File: src/common/cache_types_pkg.sv
package cache_types_pkg;

    localparam int WORD_W      = 32;
    localparam int ADDR_W      = 32;
    localparam int BLOCK_WORDS = 4;
    localparam int OFFSET_W    = 2;  // Word select within a block
    localparam int BYTE_OFF_W  = 2;
    localparam int UUID_W      = 4;

    typedef logic [WORD_W-1:0] word_t;
    typedef logic [ADDR_W-1:0] addr_t;
    typedef logic [UUID_W-1:0] uuid_t;

    typedef enum logic [2:0] {
        IDLE,
        BLOCK_PULL,
        VICTIM_EJECT,
        FINISH,
        FLUSH,
        WRITEBACK,
        HALTED
    } bank_state_t;

endpackage

File: src/design/mshr_buffer.sv
`timescale 1ns/1ps

module mshr_buffer
    import cache_types_pkg::*;
#(
    parameter int NUM_SETS = 4
) (
    input  logic                    CLK,
    input  logic                    nRST,
    input  logic                    req_valid,
    input  logic                    req_write,
    input  addr_t                   req_addr,
    input  word_t                   req_wdata,
    input  uuid_t                   req_uuid,
    input  logic                    lookup_hit,
    input  logic                    hit_queue_full,
    input  logic                    halt,
    input  logic                    busy,
    input  logic                    release_mshr,
    output logic                    req_ready,
    output logic                    mshr_valid,
    output addr_t                   mshr_block_addr,
    output uuid_t                   mshr_uuid,
    output logic [BLOCK_WORDS-1:0]  mshr_write_status,
    output word_t [BLOCK_WORDS-1:0] mshr_write_block
);
    localparam int IDX_W   = $clog2(NUM_SETS);
    localparam int BLK_LSB = OFFSET_W + BYTE_OFF_W;
    localparam int TAG_W   = ADDR_W - IDX_W - BLK_LSB;

    logic [OFFSET_W-1:0] req_off;
    logic                same_block;
    logic                merge_ok;
    logic                capture_ok;
    logic                miss_take;

    assign req_off    = req_addr[BYTE_OFF_W +: OFFSET_W];
    assign same_block = mshr_valid
                        && (req_addr[ADDR_W-1 -: TAG_W] == mshr_block_addr[ADDR_W-1 -: TAG_W])
                        && (req_addr[BLK_LSB +: IDX_W] == mshr_block_addr[BLK_LSB +: IDX_W]);

    // No merge while the bank installs the block
    assign merge_ok   = req_write && same_block && !release_mshr;
    assign capture_ok = !mshr_valid && !busy;
    assign req_ready  = !halt && !hit_queue_full && (lookup_hit || merge_ok || capture_ok);
    assign miss_take  = req_valid && req_ready && !lookup_hit;

    always_ff @(posedge CLK, negedge nRST) begin
        if (!nRST) begin
            mshr_valid        <= 1'b0;
            mshr_write_status <= '0;
        end else if (miss_take && !mshr_valid) begin
            mshr_valid        <= 1'b1;
            mshr_write_status <= req_write ? (BLOCK_WORDS'(1) << req_off) : '0;
        end else if (miss_take) begin
            mshr_write_status[req_off] <= 1'b1;  // Merged store
        end else if (release_mshr) begin
            mshr_valid <= 1'b0;
        end
    end

    always_ff @(posedge CLK) begin
        if (miss_take && !mshr_valid) begin
            mshr_block_addr <= {req_addr[ADDR_W-1:BLK_LSB], BLK_LSB'(0)};
            mshr_uuid       <= req_uuid;
        end
        if (miss_take && req_write) begin
            mshr_write_block[req_off] <= req_wdata;
        end
    end

endmodule

File: src/cache_bank/bank_lru.sv
`timescale 1ns/1ps

module bank_lru #(
    parameter int NUM_SETS = 4,
    parameter int NUM_WAYS = 2,
    localparam int SET_W   = $clog2(NUM_SETS),
    localparam int WAY_W   = $clog2(NUM_WAYS)
) (
    input  logic             CLK,
    input  logic             nRST,
    input  logic             touch,
    input  logic [SET_W-1:0] touch_set,
    input  logic [WAY_W-1:0] touch_way,
    input  logic [SET_W-1:0] victim_set,
    output logic [WAY_W-1:0] victim_way
);
    localparam int AGE_W = WAY_W + 1;

    logic [AGE_W-1:0] age_q [NUM_SETS][NUM_WAYS];
    logic [AGE_W-1:0] oldest;

    always_ff @(posedge CLK, negedge nRST) begin
        if (!nRST) begin
            age_q <= '{default: '0};
        end else if (touch) begin
            for (int w = 0; w < NUM_WAYS; w++) begin
                if (WAY_W'(w) == touch_way) begin
                    age_q[touch_set][w] <= '0;
                end else if (age_q[touch_set][w] != '1) begin  // Saturate
                    age_q[touch_set][w] <= age_q[touch_set][w] + 1'b1;
                end
            end
        end
    end

    // Oldest way wins, lowest index on ties
    always_comb begin
        victim_way = '0;
        oldest     = age_q[victim_set][0];
        for (int w = 1; w < NUM_WAYS; w++) begin
            if (age_q[victim_set][w] > oldest) begin
                oldest     = age_q[victim_set][w];
                victim_way = WAY_W'(w);
            end
        end
    end

endmodule

File: src/cache_bank/cache_bank.sv
`timescale 1ns/1ps

module cache_bank
    import cache_types_pkg::*;
#(
    parameter int NUM_SETS = 4,
    parameter int NUM_WAYS = 2
) (
    input  logic                    CLK,
    input  logic                    nRST,
    input  logic                    req_valid,
    input  logic                    req_ready,
    input  logic                    req_write,
    input  addr_t                   req_addr,
    input  word_t                   req_wdata,
    input  logic                    halt,
    input  logic                    mshr_valid,
    input  addr_t                   mshr_block_addr,
    input  uuid_t                   mshr_uuid,
    input  logic [BLOCK_WORDS-1:0]  mshr_write_status,
    input  word_t [BLOCK_WORDS-1:0] mshr_write_block,
    input  word_t                   ram_rdata,
    input  logic                    ram_done,
    input  logic                    done_queue_full,
    output logic                    lookup_hit,
    output logic                    load_hit,
    output word_t                   read_data,
    output logic                    busy,
    output logic                    release_mshr,
    output logic                    done_push,
    output uuid_t                   done_uuid_out,
    output logic                    ram_ren,
    output logic                    ram_wen,
    output addr_t                   ram_addr,
    output word_t                   ram_wdata,
    output logic                    flushed
);
    localparam int IDX_W   = $clog2(NUM_SETS);
    localparam int WAY_W   = $clog2(NUM_WAYS);
    localparam int BLK_LSB = OFFSET_W + BYTE_OFF_W;
    localparam int TAG_W   = ADDR_W - IDX_W - BLK_LSB;

    typedef struct packed {
        logic                    valid;
        logic                    dirty;
        logic [TAG_W-1:0]        tag;
        word_t [BLOCK_WORDS-1:0] block;
    } line_t;

    logic [NUM_WAYS-1:0]     valid_q [NUM_SETS];
    logic [NUM_WAYS-1:0]     dirty_q [NUM_SETS];
    logic [TAG_W-1:0]        tag_q   [NUM_SETS][NUM_WAYS];
    word_t [BLOCK_WORDS-1:0] data_q  [NUM_SETS][NUM_WAYS];

    bank_state_t             state, next_state;
    logic [OFFSET_W-1:0]     word_cnt;
    logic                    last_word;
    logic [IDX_W-1:0]        vic_set;
    logic [WAY_W-1:0]        vic_way;
    line_t                   vic_line;    // Copy of the line being replaced
    word_t [BLOCK_WORDS-1:0] pull_block;
    word_t [BLOCK_WORDS-1:0] fill_block;
    logic [IDX_W+WAY_W-1:0]  flush_idx;
    logic [IDX_W-1:0]        flush_set;
    logic [WAY_W-1:0]        flush_way;

    logic [IDX_W-1:0]        req_set, mshr_set;
    logic [TAG_W-1:0]        req_tag, mshr_tag;
    logic [OFFSET_W-1:0]     req_off;
    logic [WAY_W-1:0]        hit_way, lru_victim;
    logic                    victim_lock, hit_fire, finish_fire;

    assign req_set   = req_addr[BLK_LSB +: IDX_W];
    assign req_tag   = req_addr[ADDR_W-1 -: TAG_W];
    assign req_off   = req_addr[BYTE_OFF_W +: OFFSET_W];
    assign mshr_set  = mshr_block_addr[BLK_LSB +: IDX_W];
    assign mshr_tag  = mshr_block_addr[ADDR_W-1 -: TAG_W];
    assign flush_set = flush_idx[IDX_W-1:0];   // Sets walk fastest
    assign flush_way = flush_idx[IDX_W +: WAY_W];
    assign last_word = (word_cnt == OFFSET_W'(BLOCK_WORDS - 1));

    assign victim_lock   = (state == IDLE) && mshr_valid;
    assign hit_fire      = req_valid && req_ready && lookup_hit;
    assign load_hit      = hit_fire && !req_write;
    assign read_data     = data_q[req_set][hit_way][req_off];
    assign finish_fire   = (state == FINISH) && !done_queue_full;
    assign release_mshr  = finish_fire;
    assign done_push     = finish_fire;
    assign done_uuid_out = mshr_uuid;
    assign busy          = (state != IDLE);

    // The victim is no longer hittable once the miss is latched
    always_comb begin
        lookup_hit = 1'b0;
        hit_way    = '0;
        for (int w = 0; w < NUM_WAYS; w++) begin
            if (valid_q[req_set][w] && (tag_q[req_set][w] == req_tag)
                && !(victim_lock && (req_set == mshr_set) && (WAY_W'(w) == lru_victim))) begin
                lookup_hit = 1'b1;
                hit_way    = WAY_W'(w);
            end
        end
    end

    always_comb begin
        for (int w = 0; w < BLOCK_WORDS; w++) begin
            fill_block[w] = mshr_write_status[w] ? mshr_write_block[w] : pull_block[w];
        end
    end

    always_comb begin
        ram_ren   = 1'b0;
        ram_wen   = 1'b0;
        ram_addr  = '0;
        ram_wdata = '0;
        case (state)
            BLOCK_PULL: begin
                ram_ren  = 1'b1;
                ram_addr = {mshr_tag, vic_set, word_cnt, BYTE_OFF_W'(0)};
            end
            VICTIM_EJECT: begin
                ram_wen   = 1'b1;
                ram_addr  = {vic_line.tag, vic_set, word_cnt, BYTE_OFF_W'(0)};
                ram_wdata = vic_line.block[word_cnt];
            end
            WRITEBACK: begin
                ram_wen   = 1'b1;
                ram_addr  = {tag_q[flush_set][flush_way], flush_set, word_cnt, BYTE_OFF_W'(0)};
                ram_wdata = data_q[flush_set][flush_way][word_cnt];
            end
            default: ;
        endcase
    end

    always_comb begin
        next_state = state;
        case (state)
            IDLE: begin
                if (mshr_valid) next_state = BLOCK_PULL;
                else if (halt) next_state = FLUSH;
            end
            BLOCK_PULL: begin
                if (ram_done && last_word) begin
                    next_state = (vic_line.valid && vic_line.dirty) ? VICTIM_EJECT : FINISH;
                end
            end
            VICTIM_EJECT: if (ram_done && last_word) next_state = FINISH;
            FINISH: if (!done_queue_full) next_state = IDLE;  // Held by done queue
            FLUSH: begin
                if (valid_q[flush_set][flush_way] && dirty_q[flush_set][flush_way]) begin
                    next_state = WRITEBACK;
                end else if (&flush_idx) begin
                    next_state = HALTED;
                end
            end
            WRITEBACK: if (ram_done && last_word) next_state = FLUSH;
            HALTED: if (!halt) next_state = IDLE;
            default: next_state = IDLE;
        endcase
    end

    always_ff @(posedge CLK, negedge nRST) begin
        if (!nRST) begin
            state     <= IDLE;
            word_cnt  <= '0;
            vic_set   <= '0;
            vic_way   <= '0;
            flush_idx <= '0;
            flushed   <= 1'b0;
        end else begin
            state   <= next_state;
            flushed <= (state == FLUSH) && (next_state == HALTED);
            if (ram_done && (ram_ren || ram_wen)) word_cnt <= word_cnt + 1'b1;  // Wraps per block
            if (victim_lock) begin
                vic_set <= mshr_set;
                vic_way <= lru_victim;
            end
            if (state == IDLE) flush_idx <= '0;
            else if ((state == FLUSH) && (next_state == FLUSH)) flush_idx <= flush_idx + 1'b1;
        end
    end

    always_ff @(posedge CLK, negedge nRST) begin
        if (!nRST) begin
            valid_q <= '{default: '0};
            dirty_q <= '{default: '0};
        end else begin
            if (hit_fire && req_write) dirty_q[req_set][hit_way] <= 1'b1;
            if (victim_lock) valid_q[mshr_set][lru_victim] <= 1'b0;
            if (finish_fire) begin
                valid_q[vic_set][vic_way] <= 1'b1;
                dirty_q[vic_set][vic_way] <= |mshr_write_status;
            end
            if ((state == FLUSH) && (next_state != WRITEBACK)) begin
                valid_q[flush_set][flush_way] <= 1'b0;
                dirty_q[flush_set][flush_way] <= 1'b0;
            end
            if ((state == WRITEBACK) && ram_done && last_word) begin
                dirty_q[flush_set][flush_way] <= 1'b0;
            end
        end
    end

    always_ff @(posedge CLK) begin
        if (hit_fire && req_write) data_q[req_set][hit_way][req_off] <= req_wdata;
        if (finish_fire) begin
            tag_q[vic_set][vic_way]  <= mshr_tag;
            data_q[vic_set][vic_way] <= fill_block;
        end
        if (victim_lock) begin
            vic_line <= '{valid: valid_q[mshr_set][lru_victim],
                          dirty: dirty_q[mshr_set][lru_victim],
                          tag:   tag_q[mshr_set][lru_victim],
                          block: data_q[mshr_set][lru_victim]};
        end
        if ((state == BLOCK_PULL) && ram_done) pull_block[word_cnt] <= ram_rdata;
    end

    bank_lru #(
        .NUM_SETS(NUM_SETS),
        .NUM_WAYS(NUM_WAYS)
    ) i_lru (
        .CLK       (CLK),
        .nRST      (nRST),
        .touch     (hit_fire || finish_fire),
        .touch_set (finish_fire ? vic_set : req_set),  // Install outranks a hit
        .touch_way (finish_fire ? vic_way : hit_way),
        .victim_set(mshr_set),
        .victim_way(lru_victim)
    );

endmodule

File: src/design/resp_fifo.sv
`timescale 1ns/1ps

module resp_fifo #(
    parameter type payload_t  = logic,
    parameter int  FIFO_DEPTH = 4
) (
    input  logic     CLK,
    input  logic     nRST,
    input  logic     push,
    input  payload_t push_data,
    output logic     full,
    output logic     out_valid,
    output payload_t out_data,
    input  logic     out_ready
);
    localparam int PTR_W = $clog2(FIFO_DEPTH);

    payload_t         mem [FIFO_DEPTH];
    logic [PTR_W-1:0] wr_ptr, rd_ptr;
    logic [PTR_W:0]   count;
    logic             do_push, do_pop;

    assign full      = (count == (PTR_W + 1)'(FIFO_DEPTH));
    assign out_valid = (count != '0);
    assign out_data  = mem[rd_ptr];
    assign do_push   = push && !full;  // Dropped only if caller ignores full
    assign do_pop    = out_valid && out_ready;

    always_ff @(posedge CLK, negedge nRST) begin
        if (!nRST) begin
            wr_ptr <= '0;
            rd_ptr <= '0;
            count  <= '0;
        end else begin
            if (do_push) wr_ptr <= (wr_ptr == PTR_W'(FIFO_DEPTH - 1)) ? '0 : wr_ptr + 1'b1;
            if (do_pop) rd_ptr <= (rd_ptr == PTR_W'(FIFO_DEPTH - 1)) ? '0 : rd_ptr + 1'b1;
            count <= count + (PTR_W + 1)'(do_push) - (PTR_W + 1)'(do_pop);
        end
    end

    always_ff @(posedge CLK) begin
        if (do_push) mem[wr_ptr] <= push_data;
    end

endmodule

File: src/design/cache_subsystem_top.sv
`timescale 1ns/1ps

module cache_subsystem_top
    import cache_types_pkg::*;
#(
    parameter int NUM_SETS   = 4,
    parameter int NUM_WAYS   = 2,
    parameter int FIFO_DEPTH = 4
) (
    input  logic  CLK,
    input  logic  nRST,
    input  logic  req_valid,
    input  logic  req_write,
    input  addr_t req_addr,
    input  word_t req_wdata,
    input  uuid_t req_uuid,
    output logic  req_ready,
    output logic  ram_ren,
    output logic  ram_wen,
    output addr_t ram_addr,
    output word_t ram_wdata,
    input  word_t ram_rdata,
    input  logic  ram_done,
    output logic  hit_valid,
    output uuid_t hit_uuid,
    output word_t hit_data,
    input  logic  hit_ready,
    output logic  done_valid,
    output uuid_t done_uuid,
    input  logic  done_ready,
    input  logic  halt,
    output logic  flushed
);
    typedef struct packed {
        uuid_t uuid;
        word_t data;
    } hit_entry_t;

    logic                    lookup_hit, load_hit, busy, release_mshr, done_push;
    logic                    hit_queue_full, done_queue_full;
    logic                    mshr_valid;
    addr_t                   mshr_block_addr;
    uuid_t                   mshr_uuid, done_uuid_out;
    logic [BLOCK_WORDS-1:0]  mshr_write_status;
    word_t [BLOCK_WORDS-1:0] mshr_write_block;
    word_t                   read_data;
    hit_entry_t              hit_out;

    assign hit_uuid = hit_out.uuid;
    assign hit_data = hit_out.data;

    mshr_buffer #(
        .NUM_SETS(NUM_SETS)
    ) i_mshr (
        .CLK              (CLK),
        .nRST             (nRST),
        .req_valid        (req_valid),
        .req_write        (req_write),
        .req_addr         (req_addr),
        .req_wdata        (req_wdata),
        .req_uuid         (req_uuid),
        .lookup_hit       (lookup_hit),
        .hit_queue_full   (hit_queue_full),
        .halt             (halt),
        .busy             (busy),
        .release_mshr     (release_mshr),
        .req_ready        (req_ready),
        .mshr_valid       (mshr_valid),
        .mshr_block_addr  (mshr_block_addr),
        .mshr_uuid        (mshr_uuid),
        .mshr_write_status(mshr_write_status),
        .mshr_write_block (mshr_write_block)
    );

    cache_bank #(
        .NUM_SETS(NUM_SETS),
        .NUM_WAYS(NUM_WAYS)
    ) i_bank (
        .CLK              (CLK),
        .nRST             (nRST),
        .req_valid        (req_valid),
        .req_ready        (req_ready),
        .req_write        (req_write),
        .req_addr         (req_addr),
        .req_wdata        (req_wdata),
        .halt             (halt),
        .mshr_valid       (mshr_valid),
        .mshr_block_addr  (mshr_block_addr),
        .mshr_uuid        (mshr_uuid),
        .mshr_write_status(mshr_write_status),
        .mshr_write_block (mshr_write_block),
        .ram_rdata        (ram_rdata),
        .ram_done         (ram_done),
        .done_queue_full  (done_queue_full),
        .lookup_hit       (lookup_hit),
        .load_hit         (load_hit),
        .read_data        (read_data),
        .busy             (busy),
        .release_mshr     (release_mshr),
        .done_push        (done_push),
        .done_uuid_out    (done_uuid_out),
        .ram_ren          (ram_ren),
        .ram_wen          (ram_wen),
        .ram_addr         (ram_addr),
        .ram_wdata        (ram_wdata),
        .flushed          (flushed)
    );

    resp_fifo #(
        .payload_t (hit_entry_t),
        .FIFO_DEPTH(FIFO_DEPTH)
    ) hit_queue (
        .CLK      (CLK),
        .nRST     (nRST),
        .push     (load_hit),
        .push_data(hit_entry_t'{uuid: req_uuid, data: read_data}),
        .full     (hit_queue_full),
        .out_valid(hit_valid),
        .out_data (hit_out),
        .out_ready(hit_ready)
    );

    resp_fifo #(
        .payload_t (uuid_t),
        .FIFO_DEPTH(FIFO_DEPTH)
    ) done_queue (
        .CLK      (CLK),
        .nRST     (nRST),
        .push     (done_push),
        .push_data(done_uuid_out),
        .full     (done_queue_full),
        .out_valid(done_valid),
        .out_data (done_uuid),
        .out_ready(done_ready)
    );

endmodule

File: config.mk
export PLATFORM = sky130hd
export DESIGN_NAME = cache_subsystem_top
export DESIGN_NICKNAME = d
export VERILOG_FILES = /design/src/common/cache_types_pkg.sv /design/src/design/mshr_buffer.sv /design/src/cache_bank/bank_lru.sv /design/src/cache_bank/cache_bank.sv /design/src/design/resp_fifo.sv /design/src/design/cache_subsystem_top.sv
export SDC_FILE = /design/constraint.sdc
export NUM_CORES = 2
export LEC_CHECK = 0
export ABC_AREA = 0
export BUFFER_PORTS_ARGS = -buffer_cell sky130_fd_sc_hd__buf_2
export CORE_MARGIN = 2
export CORE_UTILIZATION = 25
export CTS_BUF_LIST = sky130_fd_sc_hd__clkbuf_8
export DETAILED_ROUTE_END_ITERATION = 16
export HOLD_SLACK_MARGIN = 0.1
export SETUP_SLACK_MARGIN = 0.02
export SYNTH_ARGS = -nofsm -noshare
export SYNTH_HDL_FRONTEND = slang
export SYNTH_SLANG_ARGS = --single-unit
File: constraint.sdc
create_clock -name CLK -period 14.4 [get_ports CLK]
set_input_delay 2.16 -clock CLK [delete_from_list [all_inputs] [get_ports CLK]]
set_output_delay 2.16 -clock CLK [all_outputs]
set_load 0.1 [all_outputs]
# Yosys cells after proc, flatten, opt, wreduce, memory -nomap -nowiden
# Memory sizes are Yosys's and may differ from the RTL's. A register that Yosys moved wholly into a read port is not among the register bits.
# Cells that the tools add are included.
dict set report word_totals {
  mem_bits_rw 1392
  regBits 507
  wordCells 361
  in_bits 108
  memories 4
}
dict set report op_classes {
  reduce_logical 75
  bitwise 23
  eq_ne 23
  n_shift 1
  magnitude_cmp 29
  mux 147
  add_sub_neg 12
}
# name depth width read_ports rd_clocked_by_memory_dff write_ports line_no
set memory_table {}
lappend memory_table {i_bank.data_q 4 256 3 1 2 cache_bank.sv:53} ;# word_t [BLOCK_WORDS-1:0] data_q [NUM_SETS][NUM_WAYS];
lappend memory_table {i_bank.tag_q 4 52 3 1 1 cache_bank.sv:52} ;# logic [TAG_W-1:0] tag_q [NUM_SETS][NUM_WAYS];
lappend memory_table {hit_queue.mem 4 36 1 0 1 resp_fifo.sv:18} ;# payload_t mem [FIFO_DEPTH];
lappend memory_table {done_queue.mem 4 4 1 0 1 resp_fifo.sv:18}
# op n
set ops {}
lappend ops {{128-bit two-way mux} 11}
lappend ops {{256-bit two-way mux} 2}
lappend ops {{32-bit two-way mux} 9}
lappend ops {{128-bit bitwise mux} 2}
lappend ops {{128-bit demux with 1-bit select} 2}
lappend ops {{32-bit binary-select mux with 2-bit select} 3}
lappend ops {{26-bit two-way mux} 7}
lappend ops {{32-bit demux with 2-bit select} 2}
lappend ops {{32-bit case mux with 3 select lines} 1}
lappend ops {{16-bit two-way mux} 5}
lappend ops {{26-bit == test} 3}
lappend ops {{32-bit case mux with 2 select lines} 1}
lappend ops {{8-bit two-way mux} 7}
lappend ops {{52-bit two-way mux} 1}
lappend ops {{1-bit logical AND} 50}
lappend ops {{2-bit two-way mux} 22}
lappend ops {{3-bit two-way mux} 11}
lappend ops {{16-bit bitwise AND} 2}
lappend ops {{8-bit bitwise AND} 4}
lappend ops {{16-bit bitwise mux} 2}
lappend ops {{4-bit two-way mux} 8}
lappend ops {{16-bit inverter} 2}
lappend ops {{1-bit two-way mux} 30}
lappend ops {{26-bit demux with 1-bit select} 1}
lappend ops {{other kinds (44)} 122}

# Logic depth before layout (Yosys ltp)
dict set report depth {
  word_depth 25
  ltp_mapped 16
}

# Cells and area by module
# A second synthesis with hierarchy kept.
dict set report unflattened {
  cells_unflattened 6081
  hier_area_um2 99181.4
}
# mod cells_per_inst instances area_each_um2 seq_area_each_um2
set by_module_without_submodules {}
lappend by_module_without_submodules {cache_bank 5455 1 85982.5 46224.3}
lappend by_module_without_submodules {{resp_fifo at hit_queue} 232 1 5672.9 4499.3}
lappend by_module_without_submodules {mshr_buffer 233 1 5460.2 4929.7}
lappend by_module_without_submodules {{resp_fifo at done_queue} 65 1 1054.8 655.6}
lappend by_module_without_submodules {bank_lru 96 1 1011.0 400.4}

# Worst setup path before layout
# Ideal clock, no wire load.
dict set report synth_timing {
  path_type {reg-to-reg}
  start {reg i_bank.state[0]}
  end {mem i_bank.data_q[2][128] (netlist bit), enable pin}
  period_less_slack_ns 9.047
  setup_time_ns 0.466
  path_buffers 2
  t_arrival_ns 8.581
  path_slack_ns 5.353
  t_required_ns 13.934
  stages_incl_launch_ff 13
  path_cell_list {dfrtp_1 nor2_1 nand3_1 inv_1 o211ai_1 o2111ai_1 nor2_1 and3_1 buf_4 buf_4 nor3_1 nand3_1 o21ai_0}
}
# element line_no
set synth_rtl {}
lappend synth_rtl {{start: declaration} cache_bank.sv:55} ;# bank_state_t state, next_state;
lappend synth_rtl {{start signal: assignment} cache_bank.sv:171} ;# state <= next_state;
lappend synth_rtl {{end: declaration} cache_bank.sv:53}

# Worst setup path after layout
dict set report layout_timing {
  start {in req_addr[4]}
  end {out req_ready}
}
dict set report layout_via {
  elab_chain_cells 11
  word_cells_on_any_way 25
}
# element line_no
set layout_rtl {}
lappend layout_rtl {{start: declaration} cache_subsystem_top.sv:14} ;# input addr_t req_addr,
lappend layout_rtl {{parallel branches: the longest is 8 deep, another holds memory 4 x 52 bit} --}
lappend layout_rtl {{1-bit logical OR * (2 in a row)} mshr_buffer.sv:45} ;# assign req_ready = !halt && !hit_queue_full && (lookup_hit || merge_ok || capture_ok);
lappend layout_rtl {{1-bit logical AND *} mshr_buffer.sv:45}
lappend layout_rtl {{end: declaration} cache_subsystem_top.sv:17} ;# output logic req_ready,
# Every way passes the cells marked *. The select of a mux whose other input is x is not followed.

==> impl_metrics.ini <==
[synth]
synth.area.top_cells = edfxtp_1 (56%), mux4_2 (24%), a21oi_1 (5.4%)
yosysMostFrequentCell = edfxtp_1
async_reset_ff_share_pct = 3.31
syn_inst = 6091
synth.top_cells.by_count = edfxtp_1 (1,836), mux4_2 (1,074), a21oi_1 (1,073), clkbuf_1 (333), nor2_1 (288)
ys_ff_latch = 1901
yosysUniqueCellTypes = 75
synth_edf_count = 1836
yosysSeqAreaShare_pct = 57.3
syn_area_um2 = 99000
syn_avg_cell_area_um2 = 16.2
ys.flop_type = edfxtp_1
yosys.area.top_type = edfxtp_1
synth_top_area_share_pct = 55.7
ys_warn_count = 0

[floorplan]
row_count = 231
start_util_pct = 25.1
die-area_um2 = 401000
die_y_um = 633
fp.dieW_um = 633
ios = 218
core-area_um2 = 395000

[clock_tree]
cts.root.buffer_cell = clkbuf_8
clk_path_buf_depth = 4
cts_sinks = 1901
cts_tree = yes
ctsResizeCount = 0
cts_hold_buf = 0
cts_max_level = 5
postCtsSetupBuffers = 0
numCtsBuffers = 327
clk_pin_slew_worst_paths_ns = 0.06
clkLatencyLatePin_ns = 1.02

[cells_and_area]
nets = 6392
drive_above_1_share_pct = 32.5
final_cells = 11800
synthToLayoutAreaGrowth_pct = 13.4
design_area_um2 = 112000

[detailed_routing]
wirelength_um = 376000
ant_nets = 0
wire_per_inst_um = 31.9
drt-pass1-iter-count = 7
avgViaCountPerCell = 5.63
route.detailed.drc = 0
drtIter0Drc = 10100
vias = 66300

[critical_path]
cp-start-kind = input pin
critPathKind = in -> out
slowest_delay_ns = 0.98
reg2reg_depth = 12
crit_buf_inv = 3
cp.arrival_ns = 7.10
required_ns = 12.24
cp-end-kind = primary output
crit_fanout = 55
path_cells = buf_8 -> buf_4 -> mux4_2 -> xnor2_1 -> nand4_1 -> nor4_4 -> nand3_4 -> nand2_1 -> o21a_1 -> buf_2
crit_cells = 10
critPathTopFamily = simple AND/OR/NAND/NOR gates
slowest_stage = nor4_4

[job]
drv_cap = 0

[grt]
antenna_found_initial = 81
gr-usage-all-layers_pct = 18.2
grt_pass1_wl_um = 516000
grt_pass1_vias = 67000
grt_max_degree = 113
grt.overflow.total = 0

[timing]
period_share_pct = 64.3
fin_tns_setup_ns = 0
worst_pin_slew_ns = 1.25
hold_viol_final = 0
slew_viol_final = 0
fin_skew_ns = 0.141
rsz0062_at_grt = false
setup_violations = 0
fmax_mhz = 108
relSlewSlack_pct = 16.3
finalCriticalPeriod_ns = 9.26

[worst_hold_path]
worstHoldPathCells = 0
hp-class = reg -> reg

[placed_design]
dpl.hpwl_um = 222000
portBuffers = 213
dpl_cell_area_um2 = 106000
placed_cells = 11200
place_congestion = 0.862

[power]
p_leak_nw = 35.3
vdd_drop_max_mv = 0.117
p_per_area_nw_per_um2 = 152

[status]
status = complete, no violations
==> sequential cells by signal, summed over array words and instances, names as in the netlist, 4 cells and up, named ones only <==
register / cells
done_queue.mem: 16
i_mshr.mshr_uuid: 4
i_bank.tag_q: 208
i_bank.i_lru.age_q: 16
hit_queue.mem: 144
i_bank.vic_line: 156
i_mshr.mshr_block_addr: 28
i_mshr.mshr_write_status: 4
i_mshr.mshr_write_block: 128
i_bank.dirty_q: 8
i_bank.data_q: 1024
i_bank.pull_block: 128
i_bank.valid_q: 8
==> stage by stage <==
stage | total power [W] | util (%) | hold slack [ns] | worst slack [ns]
global placement | 0.0124 | 26.9 | 0.477 | 4.96
CTS | 0.0171 | 28.4 | 0.499 | 5.16
floorplan | 0.0107 | - | 0.459 | 5.35
detailed placement | 0.0124 | 26.9 | 0.485 | 4.92
global route | 0.0175 | 28.4 | 0.528 | 4.97
finish | 0.0170 | 28.4 | 0.491 | 5.14
==> layer usage <==
| layer | GRT usage (%) | share of wire [%] |
|---|---|---|
| met1 | 21.2 | 34 |
| met5 | 0 | 0.059 |
| met4 | 10.1 | 6.1 |
| met3 | 5.64 | 13 |
| met2 | 29.7 | 47 |
==> cells in the final DEF, fill, tap and decap left out, drive strengths merged, types with 5 or more instances in the layout <==
cell type / Yosys / layout
o221ai: 10 / 10
o22a: 9 / 9
clkinvlp: 0 / 9
nor2: 288 / 288
and3: 22 / 22
mux2i: 228 / 228
edfxtp: 1836 / 1836
and2: 21 / 21
a32oi: 5 / 5
bufinv: 0 / 12
dfrtp: 63 / 63
xor2: 6 / 6
clkinv: 1 / 115
nor4: 6 / 6
a22o: 5 / 5
nor2b: 8 / 8
nand3: 76 / 76
nand3b: 15 / 15
or4: 10 / 10
buf: 160 / 359
nand4: 28 / 28
a22oi: 32 / 32
o21ai: 124 / 124
a21oi: 1073 / 1073
nor3: 11 / 11
nand2: 167 / 167
ha: 28 / 28
nand2b: 11 / 11
xnor2: 78 / 78
mux4: 1074 / 1074
inv: 45 / 148
a32o: 8 / 8
diode: 0 / 37
a221oi: 6 / 6
nor3b: 17 / 17
clkbuf: 366 / 331
o211ai: 13 / 13
a211o: 8 / 8
mux2: 177 / 177
==> layout make-up <==
type / instances / area (um2)
Timing Repair Buffer: 359 / 2240
Inverter: 46 / 248
Clock buffer: 331 / 4560
Sequential cell: 1901 / 56800
Tap cell: 5242 / 6560
Multi-Input combinational cell: 3619 / 40400
Fill cell: 39200 / 283000
Clock inverter: 238 / 1390
Antenna cell: 37 / 92.6
==> kinds of logic (layout without fill, tap and decap cells) <==
group	after synthesis	after routing	share of synthesized area, %
flip-flops	1901	1901	57.3
AND/OR/NAND/NOR	694	694	3.24
buffers and inverters	572	974	2.33
AO/OA/AOI/OAI	1330	1330	7.19
multiplexers	1479	1479	28.8
adder cells (fa/ha/maj)	30	30	0.394
XOR/XNOR	84	84	0.743
other	1	39	0.00379
==> report_power, final <==
| group | switching [W] | internal [W] | leakage (nW) |
|---|---|---|---|
| logic | 0.00380 | 0.00201 | 14.6 |
| registers | 0.000306 | 0.00622 | 17.3 |
| clock network | 0.00234 | 0.00236 | 3.38 |
==> final timing paths <==
check	from	end	slack, ns
worst max-delay path	req_addr[4]	req_ready	5.14
worst min-delay path	i_mshr.mshr_uuid[3]	done_queue.mem[2][3]	0.49
worst max register to register	i_mshr.mshr_block_addr[5]	i_bank.data_q[0][109]	7.50
worst min register to register	i_mshr.mshr_uuid[3]	done_queue.mem[2][3]	0.49
max in group asynchronous	nRST	i_bank.word_cnt[0]	12.26
min in group asynchronous	nRST	hit_queue.wr_ptr[0]	1.38
No activity file was read; power rests on OpenSTA's default activity.
